## src/design/rv_cfg.svh

```systemverilog
`ifndef RV_CFG_SVH
`define RV_CFG_SVH

// data and address width
`define RV_XLEN 32

// register index width
`define RV_REG_AW 5

// first fetch address out of reset
`define RV_RESET_PC 32'h0000_0000

// addi x0, x0, 0
`define RV_NOP_INST 32'h0000_0013

`endif

```

## src/design/rv_pkg.sv

```systemverilog
`default_nettype none

`include "rv_cfg.svh"

package rv_pkg;

  // major opcodes handled by the core
  typedef enum logic [6:0] {
    OP     = 7'b0110011,
    OP_IMM = 7'b0010011,
    LUI    = 7'b0110111,
    AUIPC  = 7'b0010111
  } opcode_e;

  // alu functions
  typedef enum logic [3:0] {
    ADD    = 4'd0,
    SUB    = 4'd1,
    SLL    = 4'd2,
    SLT    = 4'd3,
    SLTU   = 4'd4,
    XOR    = 4'd5,
    SRL    = 4'd6,
    SRA    = 4'd7,
    OR     = 4'd8,
    AND    = 4'd9,
    PASS_B = 4'd10
  } alu_op_e;

  // ==========================================================================
  // stage registers
  // ==========================================================================

  typedef struct packed {
    logic                 valid;
    logic [`RV_XLEN-1:0]  pc;
    logic [`RV_XLEN-1:0]  inst;
  } if_id_t;

  typedef struct packed {
    logic                  valid;
    logic [`RV_XLEN-1:0]   pc;
    logic [`RV_REG_AW-1:0] rs1;
    logic [`RV_REG_AW-1:0] rs2;
    logic [`RV_REG_AW-1:0] rd;
    logic [`RV_XLEN-1:0]   rdata1;
    logic [`RV_XLEN-1:0]   rdata2;
    logic [`RV_XLEN-1:0]   imm;
    alu_op_e               alu_op;
    logic                  alu_src_imm; // op2 from imm
    logic                  op1_pc;      // op1 from pc, auipc
    logic                  reg_write;
    logic                  illegal;
  } id_ex_t;

  // shared by ex/mem and mem/wb
  typedef struct packed {
    logic                  valid;
    logic [`RV_REG_AW-1:0] rd;
    logic [`RV_XLEN-1:0]   result;
    logic                  reg_write;
    logic                  illegal;
  } result_t;

  // one record per instruction leaving write-back
  typedef struct packed {
    logic                  valid;
    logic                  illegal;
    logic                  we;
    logic [`RV_REG_AW-1:0] rd;
    logic [`RV_XLEN-1:0]   data;
  } retire_t;

endpackage

`default_nettype wire

```

## src/design/reg_file.sv

```systemverilog
`timescale 1ns/100ps
`default_nettype none

`include "rv_cfg.svh"

module reg_file (
  input  logic                  clk_i,
  input  logic                  rst_n_i,
  input  logic [`RV_REG_AW-1:0] raddr1_i,
  input  logic [`RV_REG_AW-1:0] raddr2_i,
  output logic [`RV_XLEN-1:0]   rdata1_o,
  output logic [`RV_XLEN-1:0]   rdata2_o,
  input  rv_pkg::result_t       wb_i
);

  // x0 has no storage
  logic [`RV_XLEN-1:0] regs_q [1:(1 << `RV_REG_AW)-1];
  logic                wr_en;

  assign wr_en = wb_i.valid && wb_i.reg_write && (wb_i.rd != '0);

  always_ff @(posedge clk_i or negedge rst_n_i) begin
    if (!rst_n_i) begin
      for (int i = 1; i < (1 << `RV_REG_AW); i++) begin
        regs_q[i] <= '0;
      end
    end else if (wr_en) begin
      regs_q[wb_i.rd] <= wb_i.result;
    end
  end

  // write-through, decode sees the value being written this cycle
  always_comb begin
    if (raddr1_i == '0) begin
      rdata1_o = '0;
    end else if (wr_en && (wb_i.rd == raddr1_i)) begin
      rdata1_o = wb_i.result;
    end else begin
      rdata1_o = regs_q[raddr1_i];
    end

    if (raddr2_i == '0) begin
      rdata2_o = '0;
    end else if (wr_en && (wb_i.rd == raddr2_i)) begin
      rdata2_o = wb_i.result;
    end else begin
      rdata2_o = regs_q[raddr2_i];
    end
  end

endmodule

`default_nettype wire

```

## src/design/fetch_stage.sv

```systemverilog
`timescale 1ns/100ps
`default_nettype none

`include "rv_cfg.svh"

module fetch_stage (
  input  logic                clk_i,
  input  logic                rst_n_i,
  output logic [`RV_XLEN-1:0] imem_addr_o,
  input  logic [`RV_XLEN-1:0] imem_data_i,
  output rv_pkg::if_id_t      if_id_o
);

  logic [`RV_XLEN-1:0] pc_q;
  logic [`RV_XLEN-1:0] pc_plus_4;

  // no redirects, the pc only ever steps forward
  assign pc_plus_4   = pc_q + `RV_XLEN'd4;
  assign imem_addr_o = pc_q;

  always_ff @(posedge clk_i or negedge rst_n_i) begin
    if (!rst_n_i) begin
      pc_q <= `RV_RESET_PC;
    end else begin
      pc_q <= pc_plus_4;
    end
  end

  // ==========================================================================
  // IF/ID register
  // ==========================================================================

  // word comes back in the same cycle as the address
  always_ff @(posedge clk_i or negedge rst_n_i) begin
    if (!rst_n_i) begin
      if_id_o.valid <= 1'b0;
      if_id_o.pc    <= `RV_RESET_PC;
      if_id_o.inst  <= `RV_NOP_INST;
    end else begin
      if_id_o.valid <= 1'b1;
      if_id_o.pc    <= pc_q;
      if_id_o.inst  <= imem_data_i;
    end
  end

endmodule

`default_nettype wire

```

## src/design/decode_stage.sv

```systemverilog
`timescale 1ns/100ps
`default_nettype none

`include "rv_cfg.svh"

module decode_stage (
  input  logic                  clk_i,
  input  logic                  rst_n_i,
  input  rv_pkg::if_id_t        if_id_i,
  output logic [`RV_REG_AW-1:0] rs1_o,
  output logic [`RV_REG_AW-1:0] rs2_o,
  input  logic [`RV_XLEN-1:0]   rdata1_i,
  input  logic [`RV_XLEN-1:0]   rdata2_i,
  output rv_pkg::id_ex_t        id_ex_o
);

  import rv_pkg::*;

  logic [`RV_XLEN-1:0]   inst;
  opcode_e               opcode;
  logic [2:0]            funct3;
  logic [6:0]            funct7;
  logic [`RV_REG_AW-1:0] rd;
  logic                  f7_zero;
  logic                  f7_alt;
  logic [`RV_XLEN-1:0]   imm;
  alu_op_e               alu_op;
  logic                  alu_src_imm;
  logic                  op1_pc;
  logic                  reg_write;
  logic                  illegal;
  id_ex_t                id_ex_d;

  // field split
  assign inst    = if_id_i.inst;
  assign opcode  = opcode_e'(inst[6:0]);
  assign rd      = inst[11:7];
  assign funct3  = inst[14:12];
  assign rs1_o   = inst[19:15];
  assign rs2_o   = inst[24:20];
  assign funct7  = inst[31:25];
  assign f7_zero = (funct7 == 7'b0000000);
  assign f7_alt  = (funct7 == 7'b0100000);

  // ==========================================================================
  // main decoder and immediate
  // ==========================================================================

  always_comb begin
    alu_op      = ADD;
    alu_src_imm = 1'b0;
    op1_pc      = 1'b0;
    reg_write   = 1'b0;
    illegal     = 1'b0;
    imm         = {{(`RV_XLEN-12){inst[31]}}, inst[31:20]};

    case (opcode)
      OP, OP_IMM: begin
        reg_write   = 1'b1;
        alu_src_imm = (opcode == OP_IMM);
        case (funct3)
          3'b000:  alu_op = (opcode == OP && f7_alt) ? SUB : ADD;
          3'b001:  alu_op = SLL;
          3'b010:  alu_op = SLT;
          3'b011:  alu_op = SLTU;
          3'b100:  alu_op = XOR;
          3'b101:  alu_op = f7_alt ? SRA : SRL;
          3'b110:  alu_op = OR;
          default: alu_op = AND;
        endcase
        // funct7 only matters for register ops and immediate shifts
        if (opcode == OP) begin
          illegal = !(f7_zero || (f7_alt && (funct3 == 3'b000 || funct3 == 3'b101)));
        end else if (funct3 == 3'b001) begin
          illegal = !f7_zero;
        end else if (funct3 == 3'b101) begin
          illegal = !(f7_zero || f7_alt);
        end
      end
      LUI, AUIPC: begin
        reg_write   = 1'b1;
        alu_src_imm = 1'b1;
        op1_pc      = (opcode == AUIPC);
        alu_op      = (opcode == LUI) ? PASS_B : ADD;
        imm         = {inst[31:12], 12'b0};
      end
      default: illegal = 1'b1;
    endcase

    if (illegal) begin
      reg_write = 1'b0;
    end
  end

  assign id_ex_d = '{
    valid:       if_id_i.valid,
    pc:          if_id_i.pc,
    rs1:         rs1_o,
    rs2:         rs2_o,
    rd:          rd,
    rdata1:      rdata1_i,
    rdata2:      rdata2_i,
    imm:         imm,
    alu_op:      alu_op,
    alu_src_imm: alu_src_imm,
    op1_pc:      op1_pc,
    reg_write:   reg_write,
    illegal:     illegal
  };

  // ID/EX register
  always_ff @(posedge clk_i or negedge rst_n_i) begin
    if (!rst_n_i) begin
      id_ex_o <= '0;
    end else begin
      id_ex_o <= id_ex_d;
    end
  end

endmodule

`default_nettype wire

```

## src/design/alu.sv

```systemverilog
`timescale 1ns/100ps
`default_nettype none

`include "rv_cfg.svh"

module alu (
  input  rv_pkg::alu_op_e     alu_op_i,
  input  logic [`RV_XLEN-1:0] a_i,
  input  logic [`RV_XLEN-1:0] b_i,
  output logic [`RV_XLEN-1:0] result_o
);

  import rv_pkg::*;

  logic [4:0] shamt;
  logic       lt_signed;
  logic       lt_unsigned;

  // shift amount from the low five bits only
  assign shamt       = b_i[4:0];
  assign lt_signed   = ($signed(a_i) < $signed(b_i));
  assign lt_unsigned = (a_i < b_i);

  always_comb begin
    case (alu_op_i)
      ADD:     result_o = a_i + b_i;
      SUB:     result_o = a_i - b_i;
      SLL:     result_o = a_i << shamt;
      SLT:     result_o = {{(`RV_XLEN-1){1'b0}}, lt_signed};
      SLTU:    result_o = {{(`RV_XLEN-1){1'b0}}, lt_unsigned};
      XOR:     result_o = a_i ^ b_i;
      SRL:     result_o = a_i >> shamt;
      SRA:     result_o = $unsigned($signed(a_i) >>> shamt);
      OR:      result_o = a_i | b_i;
      AND:     result_o = a_i & b_i;
      // lui, the immediate goes straight through
      PASS_B:  result_o = b_i;
      default: result_o = '0;
    endcase
  end

endmodule

`default_nettype wire

```

## src/design/execute_stage.sv

```systemverilog
`timescale 1ns/100ps
`default_nettype none

`include "rv_cfg.svh"

module execute_stage (
  input  logic            clk_i,
  input  logic            rst_n_i,
  input  rv_pkg::id_ex_t  id_ex_i,
  output rv_pkg::result_t wb_o
);

  import rv_pkg::*;

  result_t             ex_mem_q;
  result_t             ex_mem_d;
  logic [`RV_XLEN-1:0] rs1_fwd;
  logic [`RV_XLEN-1:0] rs2_fwd;
  logic [`RV_XLEN-1:0] op1;
  logic [`RV_XLEN-1:0] op2;
  logic [`RV_XLEN-1:0] alu_result;

  // a later stage holds a pending write to this source
  function automatic logic fwd_hit(input result_t stage, input logic [`RV_REG_AW-1:0] rs);
    return stage.valid && stage.reg_write && (stage.rd != '0) && (stage.rd == rs);
  endfunction

  // ==========================================================================
  // operand forwarding
  // ==========================================================================

  // youngest producer wins, ex/mem before mem/wb
  always_comb begin
    if (fwd_hit(ex_mem_q, id_ex_i.rs1)) begin
      rs1_fwd = ex_mem_q.result;
    end else if (fwd_hit(wb_o, id_ex_i.rs1)) begin
      rs1_fwd = wb_o.result;
    end else begin
      rs1_fwd = id_ex_i.rdata1;
    end

    if (fwd_hit(ex_mem_q, id_ex_i.rs2)) begin
      rs2_fwd = ex_mem_q.result;
    end else if (fwd_hit(wb_o, id_ex_i.rs2)) begin
      rs2_fwd = wb_o.result;
    end else begin
      rs2_fwd = id_ex_i.rdata2;
    end
  end

  assign op1 = id_ex_i.op1_pc ? id_ex_i.pc : rs1_fwd;
  assign op2 = id_ex_i.alu_src_imm ? id_ex_i.imm : rs2_fwd;

  alu alu_inst (
    .alu_op_i (id_ex_i.alu_op),
    .a_i      (op1),
    .b_i      (op2),
    .result_o (alu_result)
  );

  assign ex_mem_d = '{
    valid:     id_ex_i.valid,
    rd:        id_ex_i.rd,
    result:    alu_result,
    reg_write: id_ex_i.reg_write,
    illegal:   id_ex_i.illegal
  };

  // ==========================================================================
  // EX/MEM and MEM/WB registers
  // ==========================================================================

  // no memory access, mem only delays the result by one cycle
  always_ff @(posedge clk_i or negedge rst_n_i) begin
    if (!rst_n_i) begin
      ex_mem_q <= '0;
      wb_o     <= '0;
    end else begin
      ex_mem_q <= ex_mem_d;
      wb_o     <= ex_mem_q;
    end
  end

endmodule

`default_nettype wire

```

## src/design/rv_core_top.sv

```systemverilog
`timescale 1ns/100ps
`default_nettype none

`include "rv_cfg.svh"

module rv_core_top (
  input  logic                clk_i,
  input  logic                rst_n_i,
  output logic [`RV_XLEN-1:0] imem_addr_o,
  input  logic [`RV_XLEN-1:0] imem_data_i,
  output rv_pkg::retire_t     retire_o
);

  import rv_pkg::*;

  if_id_t                if_id;
  id_ex_t                id_ex;
  result_t               wb;
  logic [`RV_REG_AW-1:0] rs1;
  logic [`RV_REG_AW-1:0] rs2;
  logic [`RV_XLEN-1:0]   rdata1;
  logic [`RV_XLEN-1:0]   rdata2;

  fetch_stage fetch_inst (
    .clk_i       (clk_i),
    .rst_n_i     (rst_n_i),
    .imem_addr_o (imem_addr_o),
    .imem_data_i (imem_data_i),
    .if_id_o     (if_id)
  );

  decode_stage decode_inst (
    .clk_i    (clk_i),
    .rst_n_i  (rst_n_i),
    .if_id_i  (if_id),
    .rs1_o    (rs1),
    .rs2_o    (rs2),
    .rdata1_i (rdata1),
    .rdata2_i (rdata2),
    .id_ex_o  (id_ex)
  );

  reg_file reg_file_inst (
    .clk_i    (clk_i),
    .rst_n_i  (rst_n_i),
    .raddr1_i (rs1),
    .raddr2_i (rs2),
    .rdata1_o (rdata1),
    .rdata2_o (rdata2),
    .wb_i     (wb)
  );

  execute_stage execute_inst (
    .clk_i   (clk_i),
    .rst_n_i (rst_n_i),
    .id_ex_i (id_ex),
    .wb_o    (wb)
  );

  // retire record straight from mem/wb, x0 writes are not reported as writes
  assign retire_o = '{
    valid:   wb.valid,
    illegal: wb.illegal,
    we:      wb.reg_write && (wb.rd != '0),
    rd:      wb.rd,
    data:    wb.result
  };

endmodule

`default_nettype wire

```

## config.mk

```make
export PLATFORM = sky130hd
export DESIGN_NAME = rv_core_top
export DESIGN_NICKNAME = d
export VERILOG_FILES = /design/src/design/rv_pkg.sv /design/src/design/reg_file.sv /design/src/design/fetch_stage.sv /design/src/design/decode_stage.sv /design/src/design/alu.sv /design/src/design/execute_stage.sv /design/src/design/rv_core_top.sv
export VERILOG_INCLUDE_DIRS = /design/src /design/src/design
export SDC_FILE = /design/constraint.sdc
export NUM_CORES = 2
export LEC_CHECK = 0
export ABC_AREA = 1
export BUFFER_PORTS_ARGS = -buffer_cell sky130_fd_sc_hd__buf_2
export CORE_AREA = 2 2 403 405
export DETAILED_ROUTE_END_ITERATION = 8
export DIE_AREA = 0 0 405 407
export PLACE_DENSITY = 0.68
export SYNTH_ARGS = -nofsm -noshare
export SYNTH_HDL_FRONTEND = slang
export SYNTH_SLANG_ARGS = --single-unit
export TNS_END_PERCENT = 10
```

## constraint.sdc

```tcl
create_clock -name clk_i -period 4.7 [get_ports clk_i]
set_clock_uncertainty 0.15 [all_clocks]
set_input_delay 0.705 -clock clk_i [delete_from_list [all_inputs] [get_ports clk_i]]
set_output_delay 0.705 -clock clk_i [all_outputs]
set_load 0.1 [all_outputs]
```

==> out/metrics.sh <==
FINAL.SETUP.WORST_SLACK_NS=0.139
CTS_INSERTED_BUFFERS=147
CRITICAL_PATH.ENDPOINT_TYPE='flop'
SYNTH_MUX_AREA_SHARE_PCT=0.0136
NETLIST_INSTANCES=9675
FLOW.AREA_GROWTH_FROM_SYNTHESIS_PCT=15.0
YOSYSUNIQUECELLTYPES=69
POWER_PER_CELL_AREA_mW_PER_MM2=398
GPL.FINAL_WEIGHTED_CONGESTION=1.08
STARTPOINT_TYPE='flop'
CAP_VIOLATIONS=0
GLOBAL_ROUTE.OVERFLOW_TOTAL=0
SYNTH.CELL_AREA_MM2=0.0734
IR_WORST_VDD_V=0.000305
DPL_WORST_SLACK_NS=-0.341
WORST_PATH_LARGEST_CELL_DELAY_NS=0.39
FIRST_ITER_VIOLATIONS=12400
DESIGN.CORE.AREA_MM2=0.160
CP_DATA_ARRIVAL_TIME_NS=5.11
ROUTE.FINAL.WIRE_LENGTH_MM=332
MIN_PERIOD_OVER_PERIOD_PCT=97.0
YOSYSSEQAREASHARE_PCT=44.9
CLOCKROOTBUFFER='sky130_fd_sc_hd__clkbuf_16'
SYNTH_TOP_FLOP_CELL='sky130_fd_sc_hd__dfrtp_1'
FIRSTDRTPASSITERS=9
SYN-MEAN-INSTANCE-AREA_UM2=7.58
CRITICAL_PATH.TOP_DELAY_FAMILY='buffers and inverters'
CTS_TREE='yes'
CP_NUM_BUF_INV=9
CTSHTREEMAXLEVEL=4
POST_ROUTE_CELLS_DRIVE_ABOVE_1_SHARE_PCT=12.2
POST_SYNTH_EDFFS=0
REGISTER_AREA_MM2=0.0329
PLACEMENT_ROWS=147
MAXCLOCKFREQUENCY_MHz=219
POSTSYNTHREGISTERBITS=1315
ASYNCSETRESETFLOPFRACSYNTH_PCT=100
SYNTH-COMPOUND-AREA-SHARE_PCT=24.7
DP_HPWL_MM=211
IO_BUFFERS=103
SYNTH_XOR_XNOR_AREA_SHARE_PCT=0.561
GRT_PASS1_WL_MM=486
YOSYS.AREA_SHARE.ADDER_PCT=1.73
POST_DRT_WL_PER_CELL_UM=27.7
CLKSINKCOUNT=1315
CP_SLOWEST_CELL='sky130_fd_sc_hd__dfrtp_1'
LEAKAGE_nW=37.7
CRITICAL_PATH_REQUIRED_NS=5.25
CLK_PIN_SLEW_WORST_SETUP_HOLD_PATHS_NS=0.07
INITIAL_CELL_DENSITY_OF_THE_CORE_PCT=45.8
SETUP_VIOL=0
CTS_BUFFER_DEPTH=3
ROUTED-VIA-COUNT=76900
FINAL.MIN_CLOCK_PERIOD_NS=4.56
STANDARD_CELL_AREA_AFTER_DETAILED_PLACEMENT_MM2=0.0784
DIE_AR_MM2=0.165
SLEW_VIOL_FINAL=0
FINAL_ANTENNA_NET_COUNT=0
WARNINGS_SYNTHESIS=0
WORSTMARGINPINSLEW_NS=1.30
DIEWIDTH_UM=405
MULTI_INPUT_LOGIC_AREA_MM2=0.0356
DRC=1
GLOBAL_ROUTE.USAGE.TOTAL_PCT=39.6
CRITICAL_PATH_PEAK_FANOUT=16
TIMING.MAX_SLEW.REL_SLACK_PCT=13.4
DIE_Y_UM=407
GRT_START_MAX_NET_PINS=158
SYNTH_TOP_FAMILY_BY_AREA='compound AO/OA/AOI/OAI gates'
VIOLATIONS='design-rule violations'
VIASPERCELL=6.42
FIRST_GLOBAL_VIAS=71700
TIMING_WORST_SETUP_PATH_TYPE='flop to flop'
SIMPLE_GATE_AREA_SHARE_OF_THE_YOSYS_NETLIST_PCT=20.8
RSZ0062_AT_GRT='yes'
RESULT_OF_THE_RUN='finished with violations'
FINALNETCOUNT=9837
TOTAL_POWER_mW=33.5
ANTENNA_VIOLATIONS_BEFORE_REPAIR=9
INSERTION_DELAY_NS=0.82
HOLD_PATH.CLASS='flop to flop'
COUNT_OF_FILLER_CELLS_INSERTED_IN_THE_LAYOUT=15200
FINAL_HOLD_VIOL_COUNT=0
POSTLAYOUTCELLAREA_MM2=0.0843
DESIGN.PORTCOUNT=106
-- power breakdown --
part / internal, mW / switching, mW
Combinational: 2.27 / 6.26
Clock: 7.33 / 5.10
Sequential: 11.8 / 0.766
-- worst paths after layout --
path | start | endpoint | slack [ns] | cells after the start
hold reg to reg | fetch_inst.if_id_o[7]$_DFF_PN0_ | decode_inst.id_ex_o[104]$_DFF_PN0_ | 0.19 | 0
max in group asynchronous | rst_n_i | fetch_inst.if_id_o[18]$_DFF_PN0_ | 2.67 | 3
setup / recovery | execute_inst.ex_mem_q[36]$_DFF_PN0_ | execute_inst.ex_mem_q[32]$_DFF_PN0_ | 0.14 | 28
min in group asynchronous | rst_n_i | reg_file_inst.regs_q[226]$_DFFE_PN0P_ | 0.26 | 2
setup reg to reg | execute_inst.ex_mem_q[36]$_DFF_PN0_ | execute_inst.ex_mem_q[32]$_DFF_PN0_ | 0.14 | 28
hold / removal | fetch_inst.if_id_o[7]$_DFF_PN0_ | decode_inst.id_ex_o[104]$_DFF_PN0_ | 0.19 | 0
-- placed cells by master, fill, tap and decap left out, types with 11 or more instances in the layout --
master / synthesis / layout
sky130_fd_sc_hd__ha_1: 98 / 89
sky130_fd_sc_hd__o21ai_0: 1812 / 1791
sky130_fd_sc_hd__dlygate4sd3_1: 0 / 33
sky130_fd_sc_hd__o211ai_1: 143 / 143
sky130_fd_sc_hd__nor3_1: 48 / 42
sky130_fd_sc_hd__o22ai_1: 195 / 195
sky130_fd_sc_hd__a221oi_1: 23 / 23
sky130_fd_sc_hd__a21oi_1: 619 / 609
sky130_fd_sc_hd__nand4_1: 34 / 34
sky130_fd_sc_hd__nand3_1: 707 / 701
sky130_fd_sc_hd__dfrtp_1: 1312 / 1299
sky130_fd_sc_hd__or2_2: 22 / 22
sky130_fd_sc_hd__o41ai_1: 12 / 12
sky130_fd_sc_hd__clkbuf_1: 694 / 22
sky130_fd_sc_hd__bufinv_16: 0 / 17
sky130_fd_sc_hd__inv_2: 9 / 11
sky130_fd_sc_hd__o2111ai_1: 12 / 12
sky130_fd_sc_hd__xor2_1: 32 / 32
sky130_fd_sc_hd__clkbuf_16: 0 / 153
sky130_fd_sc_hd__nand2_4: 4 / 17
sky130_fd_sc_hd__inv_1: 437 / 428
sky130_fd_sc_hd__clkinv_2: 0 / 26
sky130_fd_sc_hd__a31oi_1: 17 / 17
sky130_fd_sc_hd__nor2_1: 664 / 653
sky130_fd_sc_hd__buf_2: 69 / 102
sky130_fd_sc_hd__buf_4: 57 / 561
sky130_fd_sc_hd__o221ai_1: 257 / 257
sky130_fd_sc_hd__nand3_2: 14 / 20
sky130_fd_sc_hd__xnor2_1: 15 / 11
sky130_fd_sc_hd__buf_12: 0 / 52
sky130_fd_sc_hd__nand2_2: 16 / 49
sky130_fd_sc_hd__clkbuf_8: 0 / 26
sky130_fd_sc_hd__o21ai_1: 33 / 47
sky130_fd_sc_hd__a21oi_2: 11 / 18
sky130_fd_sc_hd__nand2_1: 2120 / 2074
-- cell families (layout without fill, tap and decap cells) --
group,after synthesis,in the layout
adders and majority gates,100,100
xor gates and xnor gates,47,47
AOI/OAI and AO/OA,3205,3205
DFF,1315,1315
muxes,1,1
buffers and inverters,1333,1477
other,2,11
and+or+nand+nor,3672,3672
-- cell type report --
| type | count | share of cell area [%] |
|---|---|---|
| Multi-Input combinational cell | 7028 | 42.2 |
| Sequential cell | 1315 | 39.1 |
| Timing Repair Buffer | 752 | 7.28 |
| Clock buffer | 201 | 5.06 |
| Tap cell | 2160 | 3.20 |
| Inverter | 459 | 2.09 |
| Clock inverter | 65 | 1.03 |
| Antenna cell | 8 | 0.0237 |
-- stage by stage --
step	setup TNS [ns]	cells	hold WS [ns]	util, %
floorplan	0	9676	0.181	-
global placement	-1.11	11700	0.183	48.9
detailed placement	-1.13	11700	0.185	48.9
CTS	-0.0352	12000	0.192	52.4
global route	-0.516	12000	0.198	52.6
finish	0	12000	0.191	52.6
-- cells in the mapped netlist, drive strengths merged (3+ instances only) --
master   number  area, um2
a211oi        4       30.0
nor4         13       81.3
o21bai        8       60.1
clkinv        9       33.8
inv         450       1700
a22oi         7       52.6
a2111oi       9       78.8
dfstp         3       78.8
dfrtp      1312      32800
o21ai      1848       9260
xnor2        15        131
o22ai       195       1220
a311oi        9       78.8
o221ai      257       2250
o21a          3       22.5
nor2        671       2560
nand3       722       3700
nand3b        8       60.1
nand4        36        246
o31ai         6       45.0
a21oi       633       3240
a21boi       10       90.1
ha           98       1230
clkbuf      695       2610
nand2      2140       8100
o2111ai      12        105
a32o          3       30.0
or2          23        144
o211ai      143       1070
buf         179       1060
nor3         54        307
xor2         32        280
o41ai        12        105
a31oi        17        106
a221oi       23        201
-- registers in the layout, summed over array words and instances (netlist names) --
register and cells:
decode_inst.id_ex_o 150, execute_inst.ex_mem_q 40, execute_inst.wb_o 40, fetch_inst.if_id_o 63, fetch_inst.imem_addr_o 30, reg_file_inst.regs_q 992
-- metal layers --
layer  part of all wire [%]  track usage, %  vias up
li1                       -               -    33300
met1                     38            52.2    36800
met2                     43            58.7     5612
met3                     12            9.34     1206
met4                    7.0            24.4       14
met5                  0.027               0        -
-- timing repair --
| action | in CTS | in global routing |
|---|---|---|
| hold endpoints to repair | 120 | 0 |
| gates cloned | 0 | 0 |
| hold buffers | 33 | 0 |
| pin swaps | 2 | 16 |
| setup endpoints to repair | 12 | 26 |
| setup buffers | 3 | 7 |
| gates resized for setup | 16 | 95 |
No activity file was read; power rests on OpenSTA's default activity.
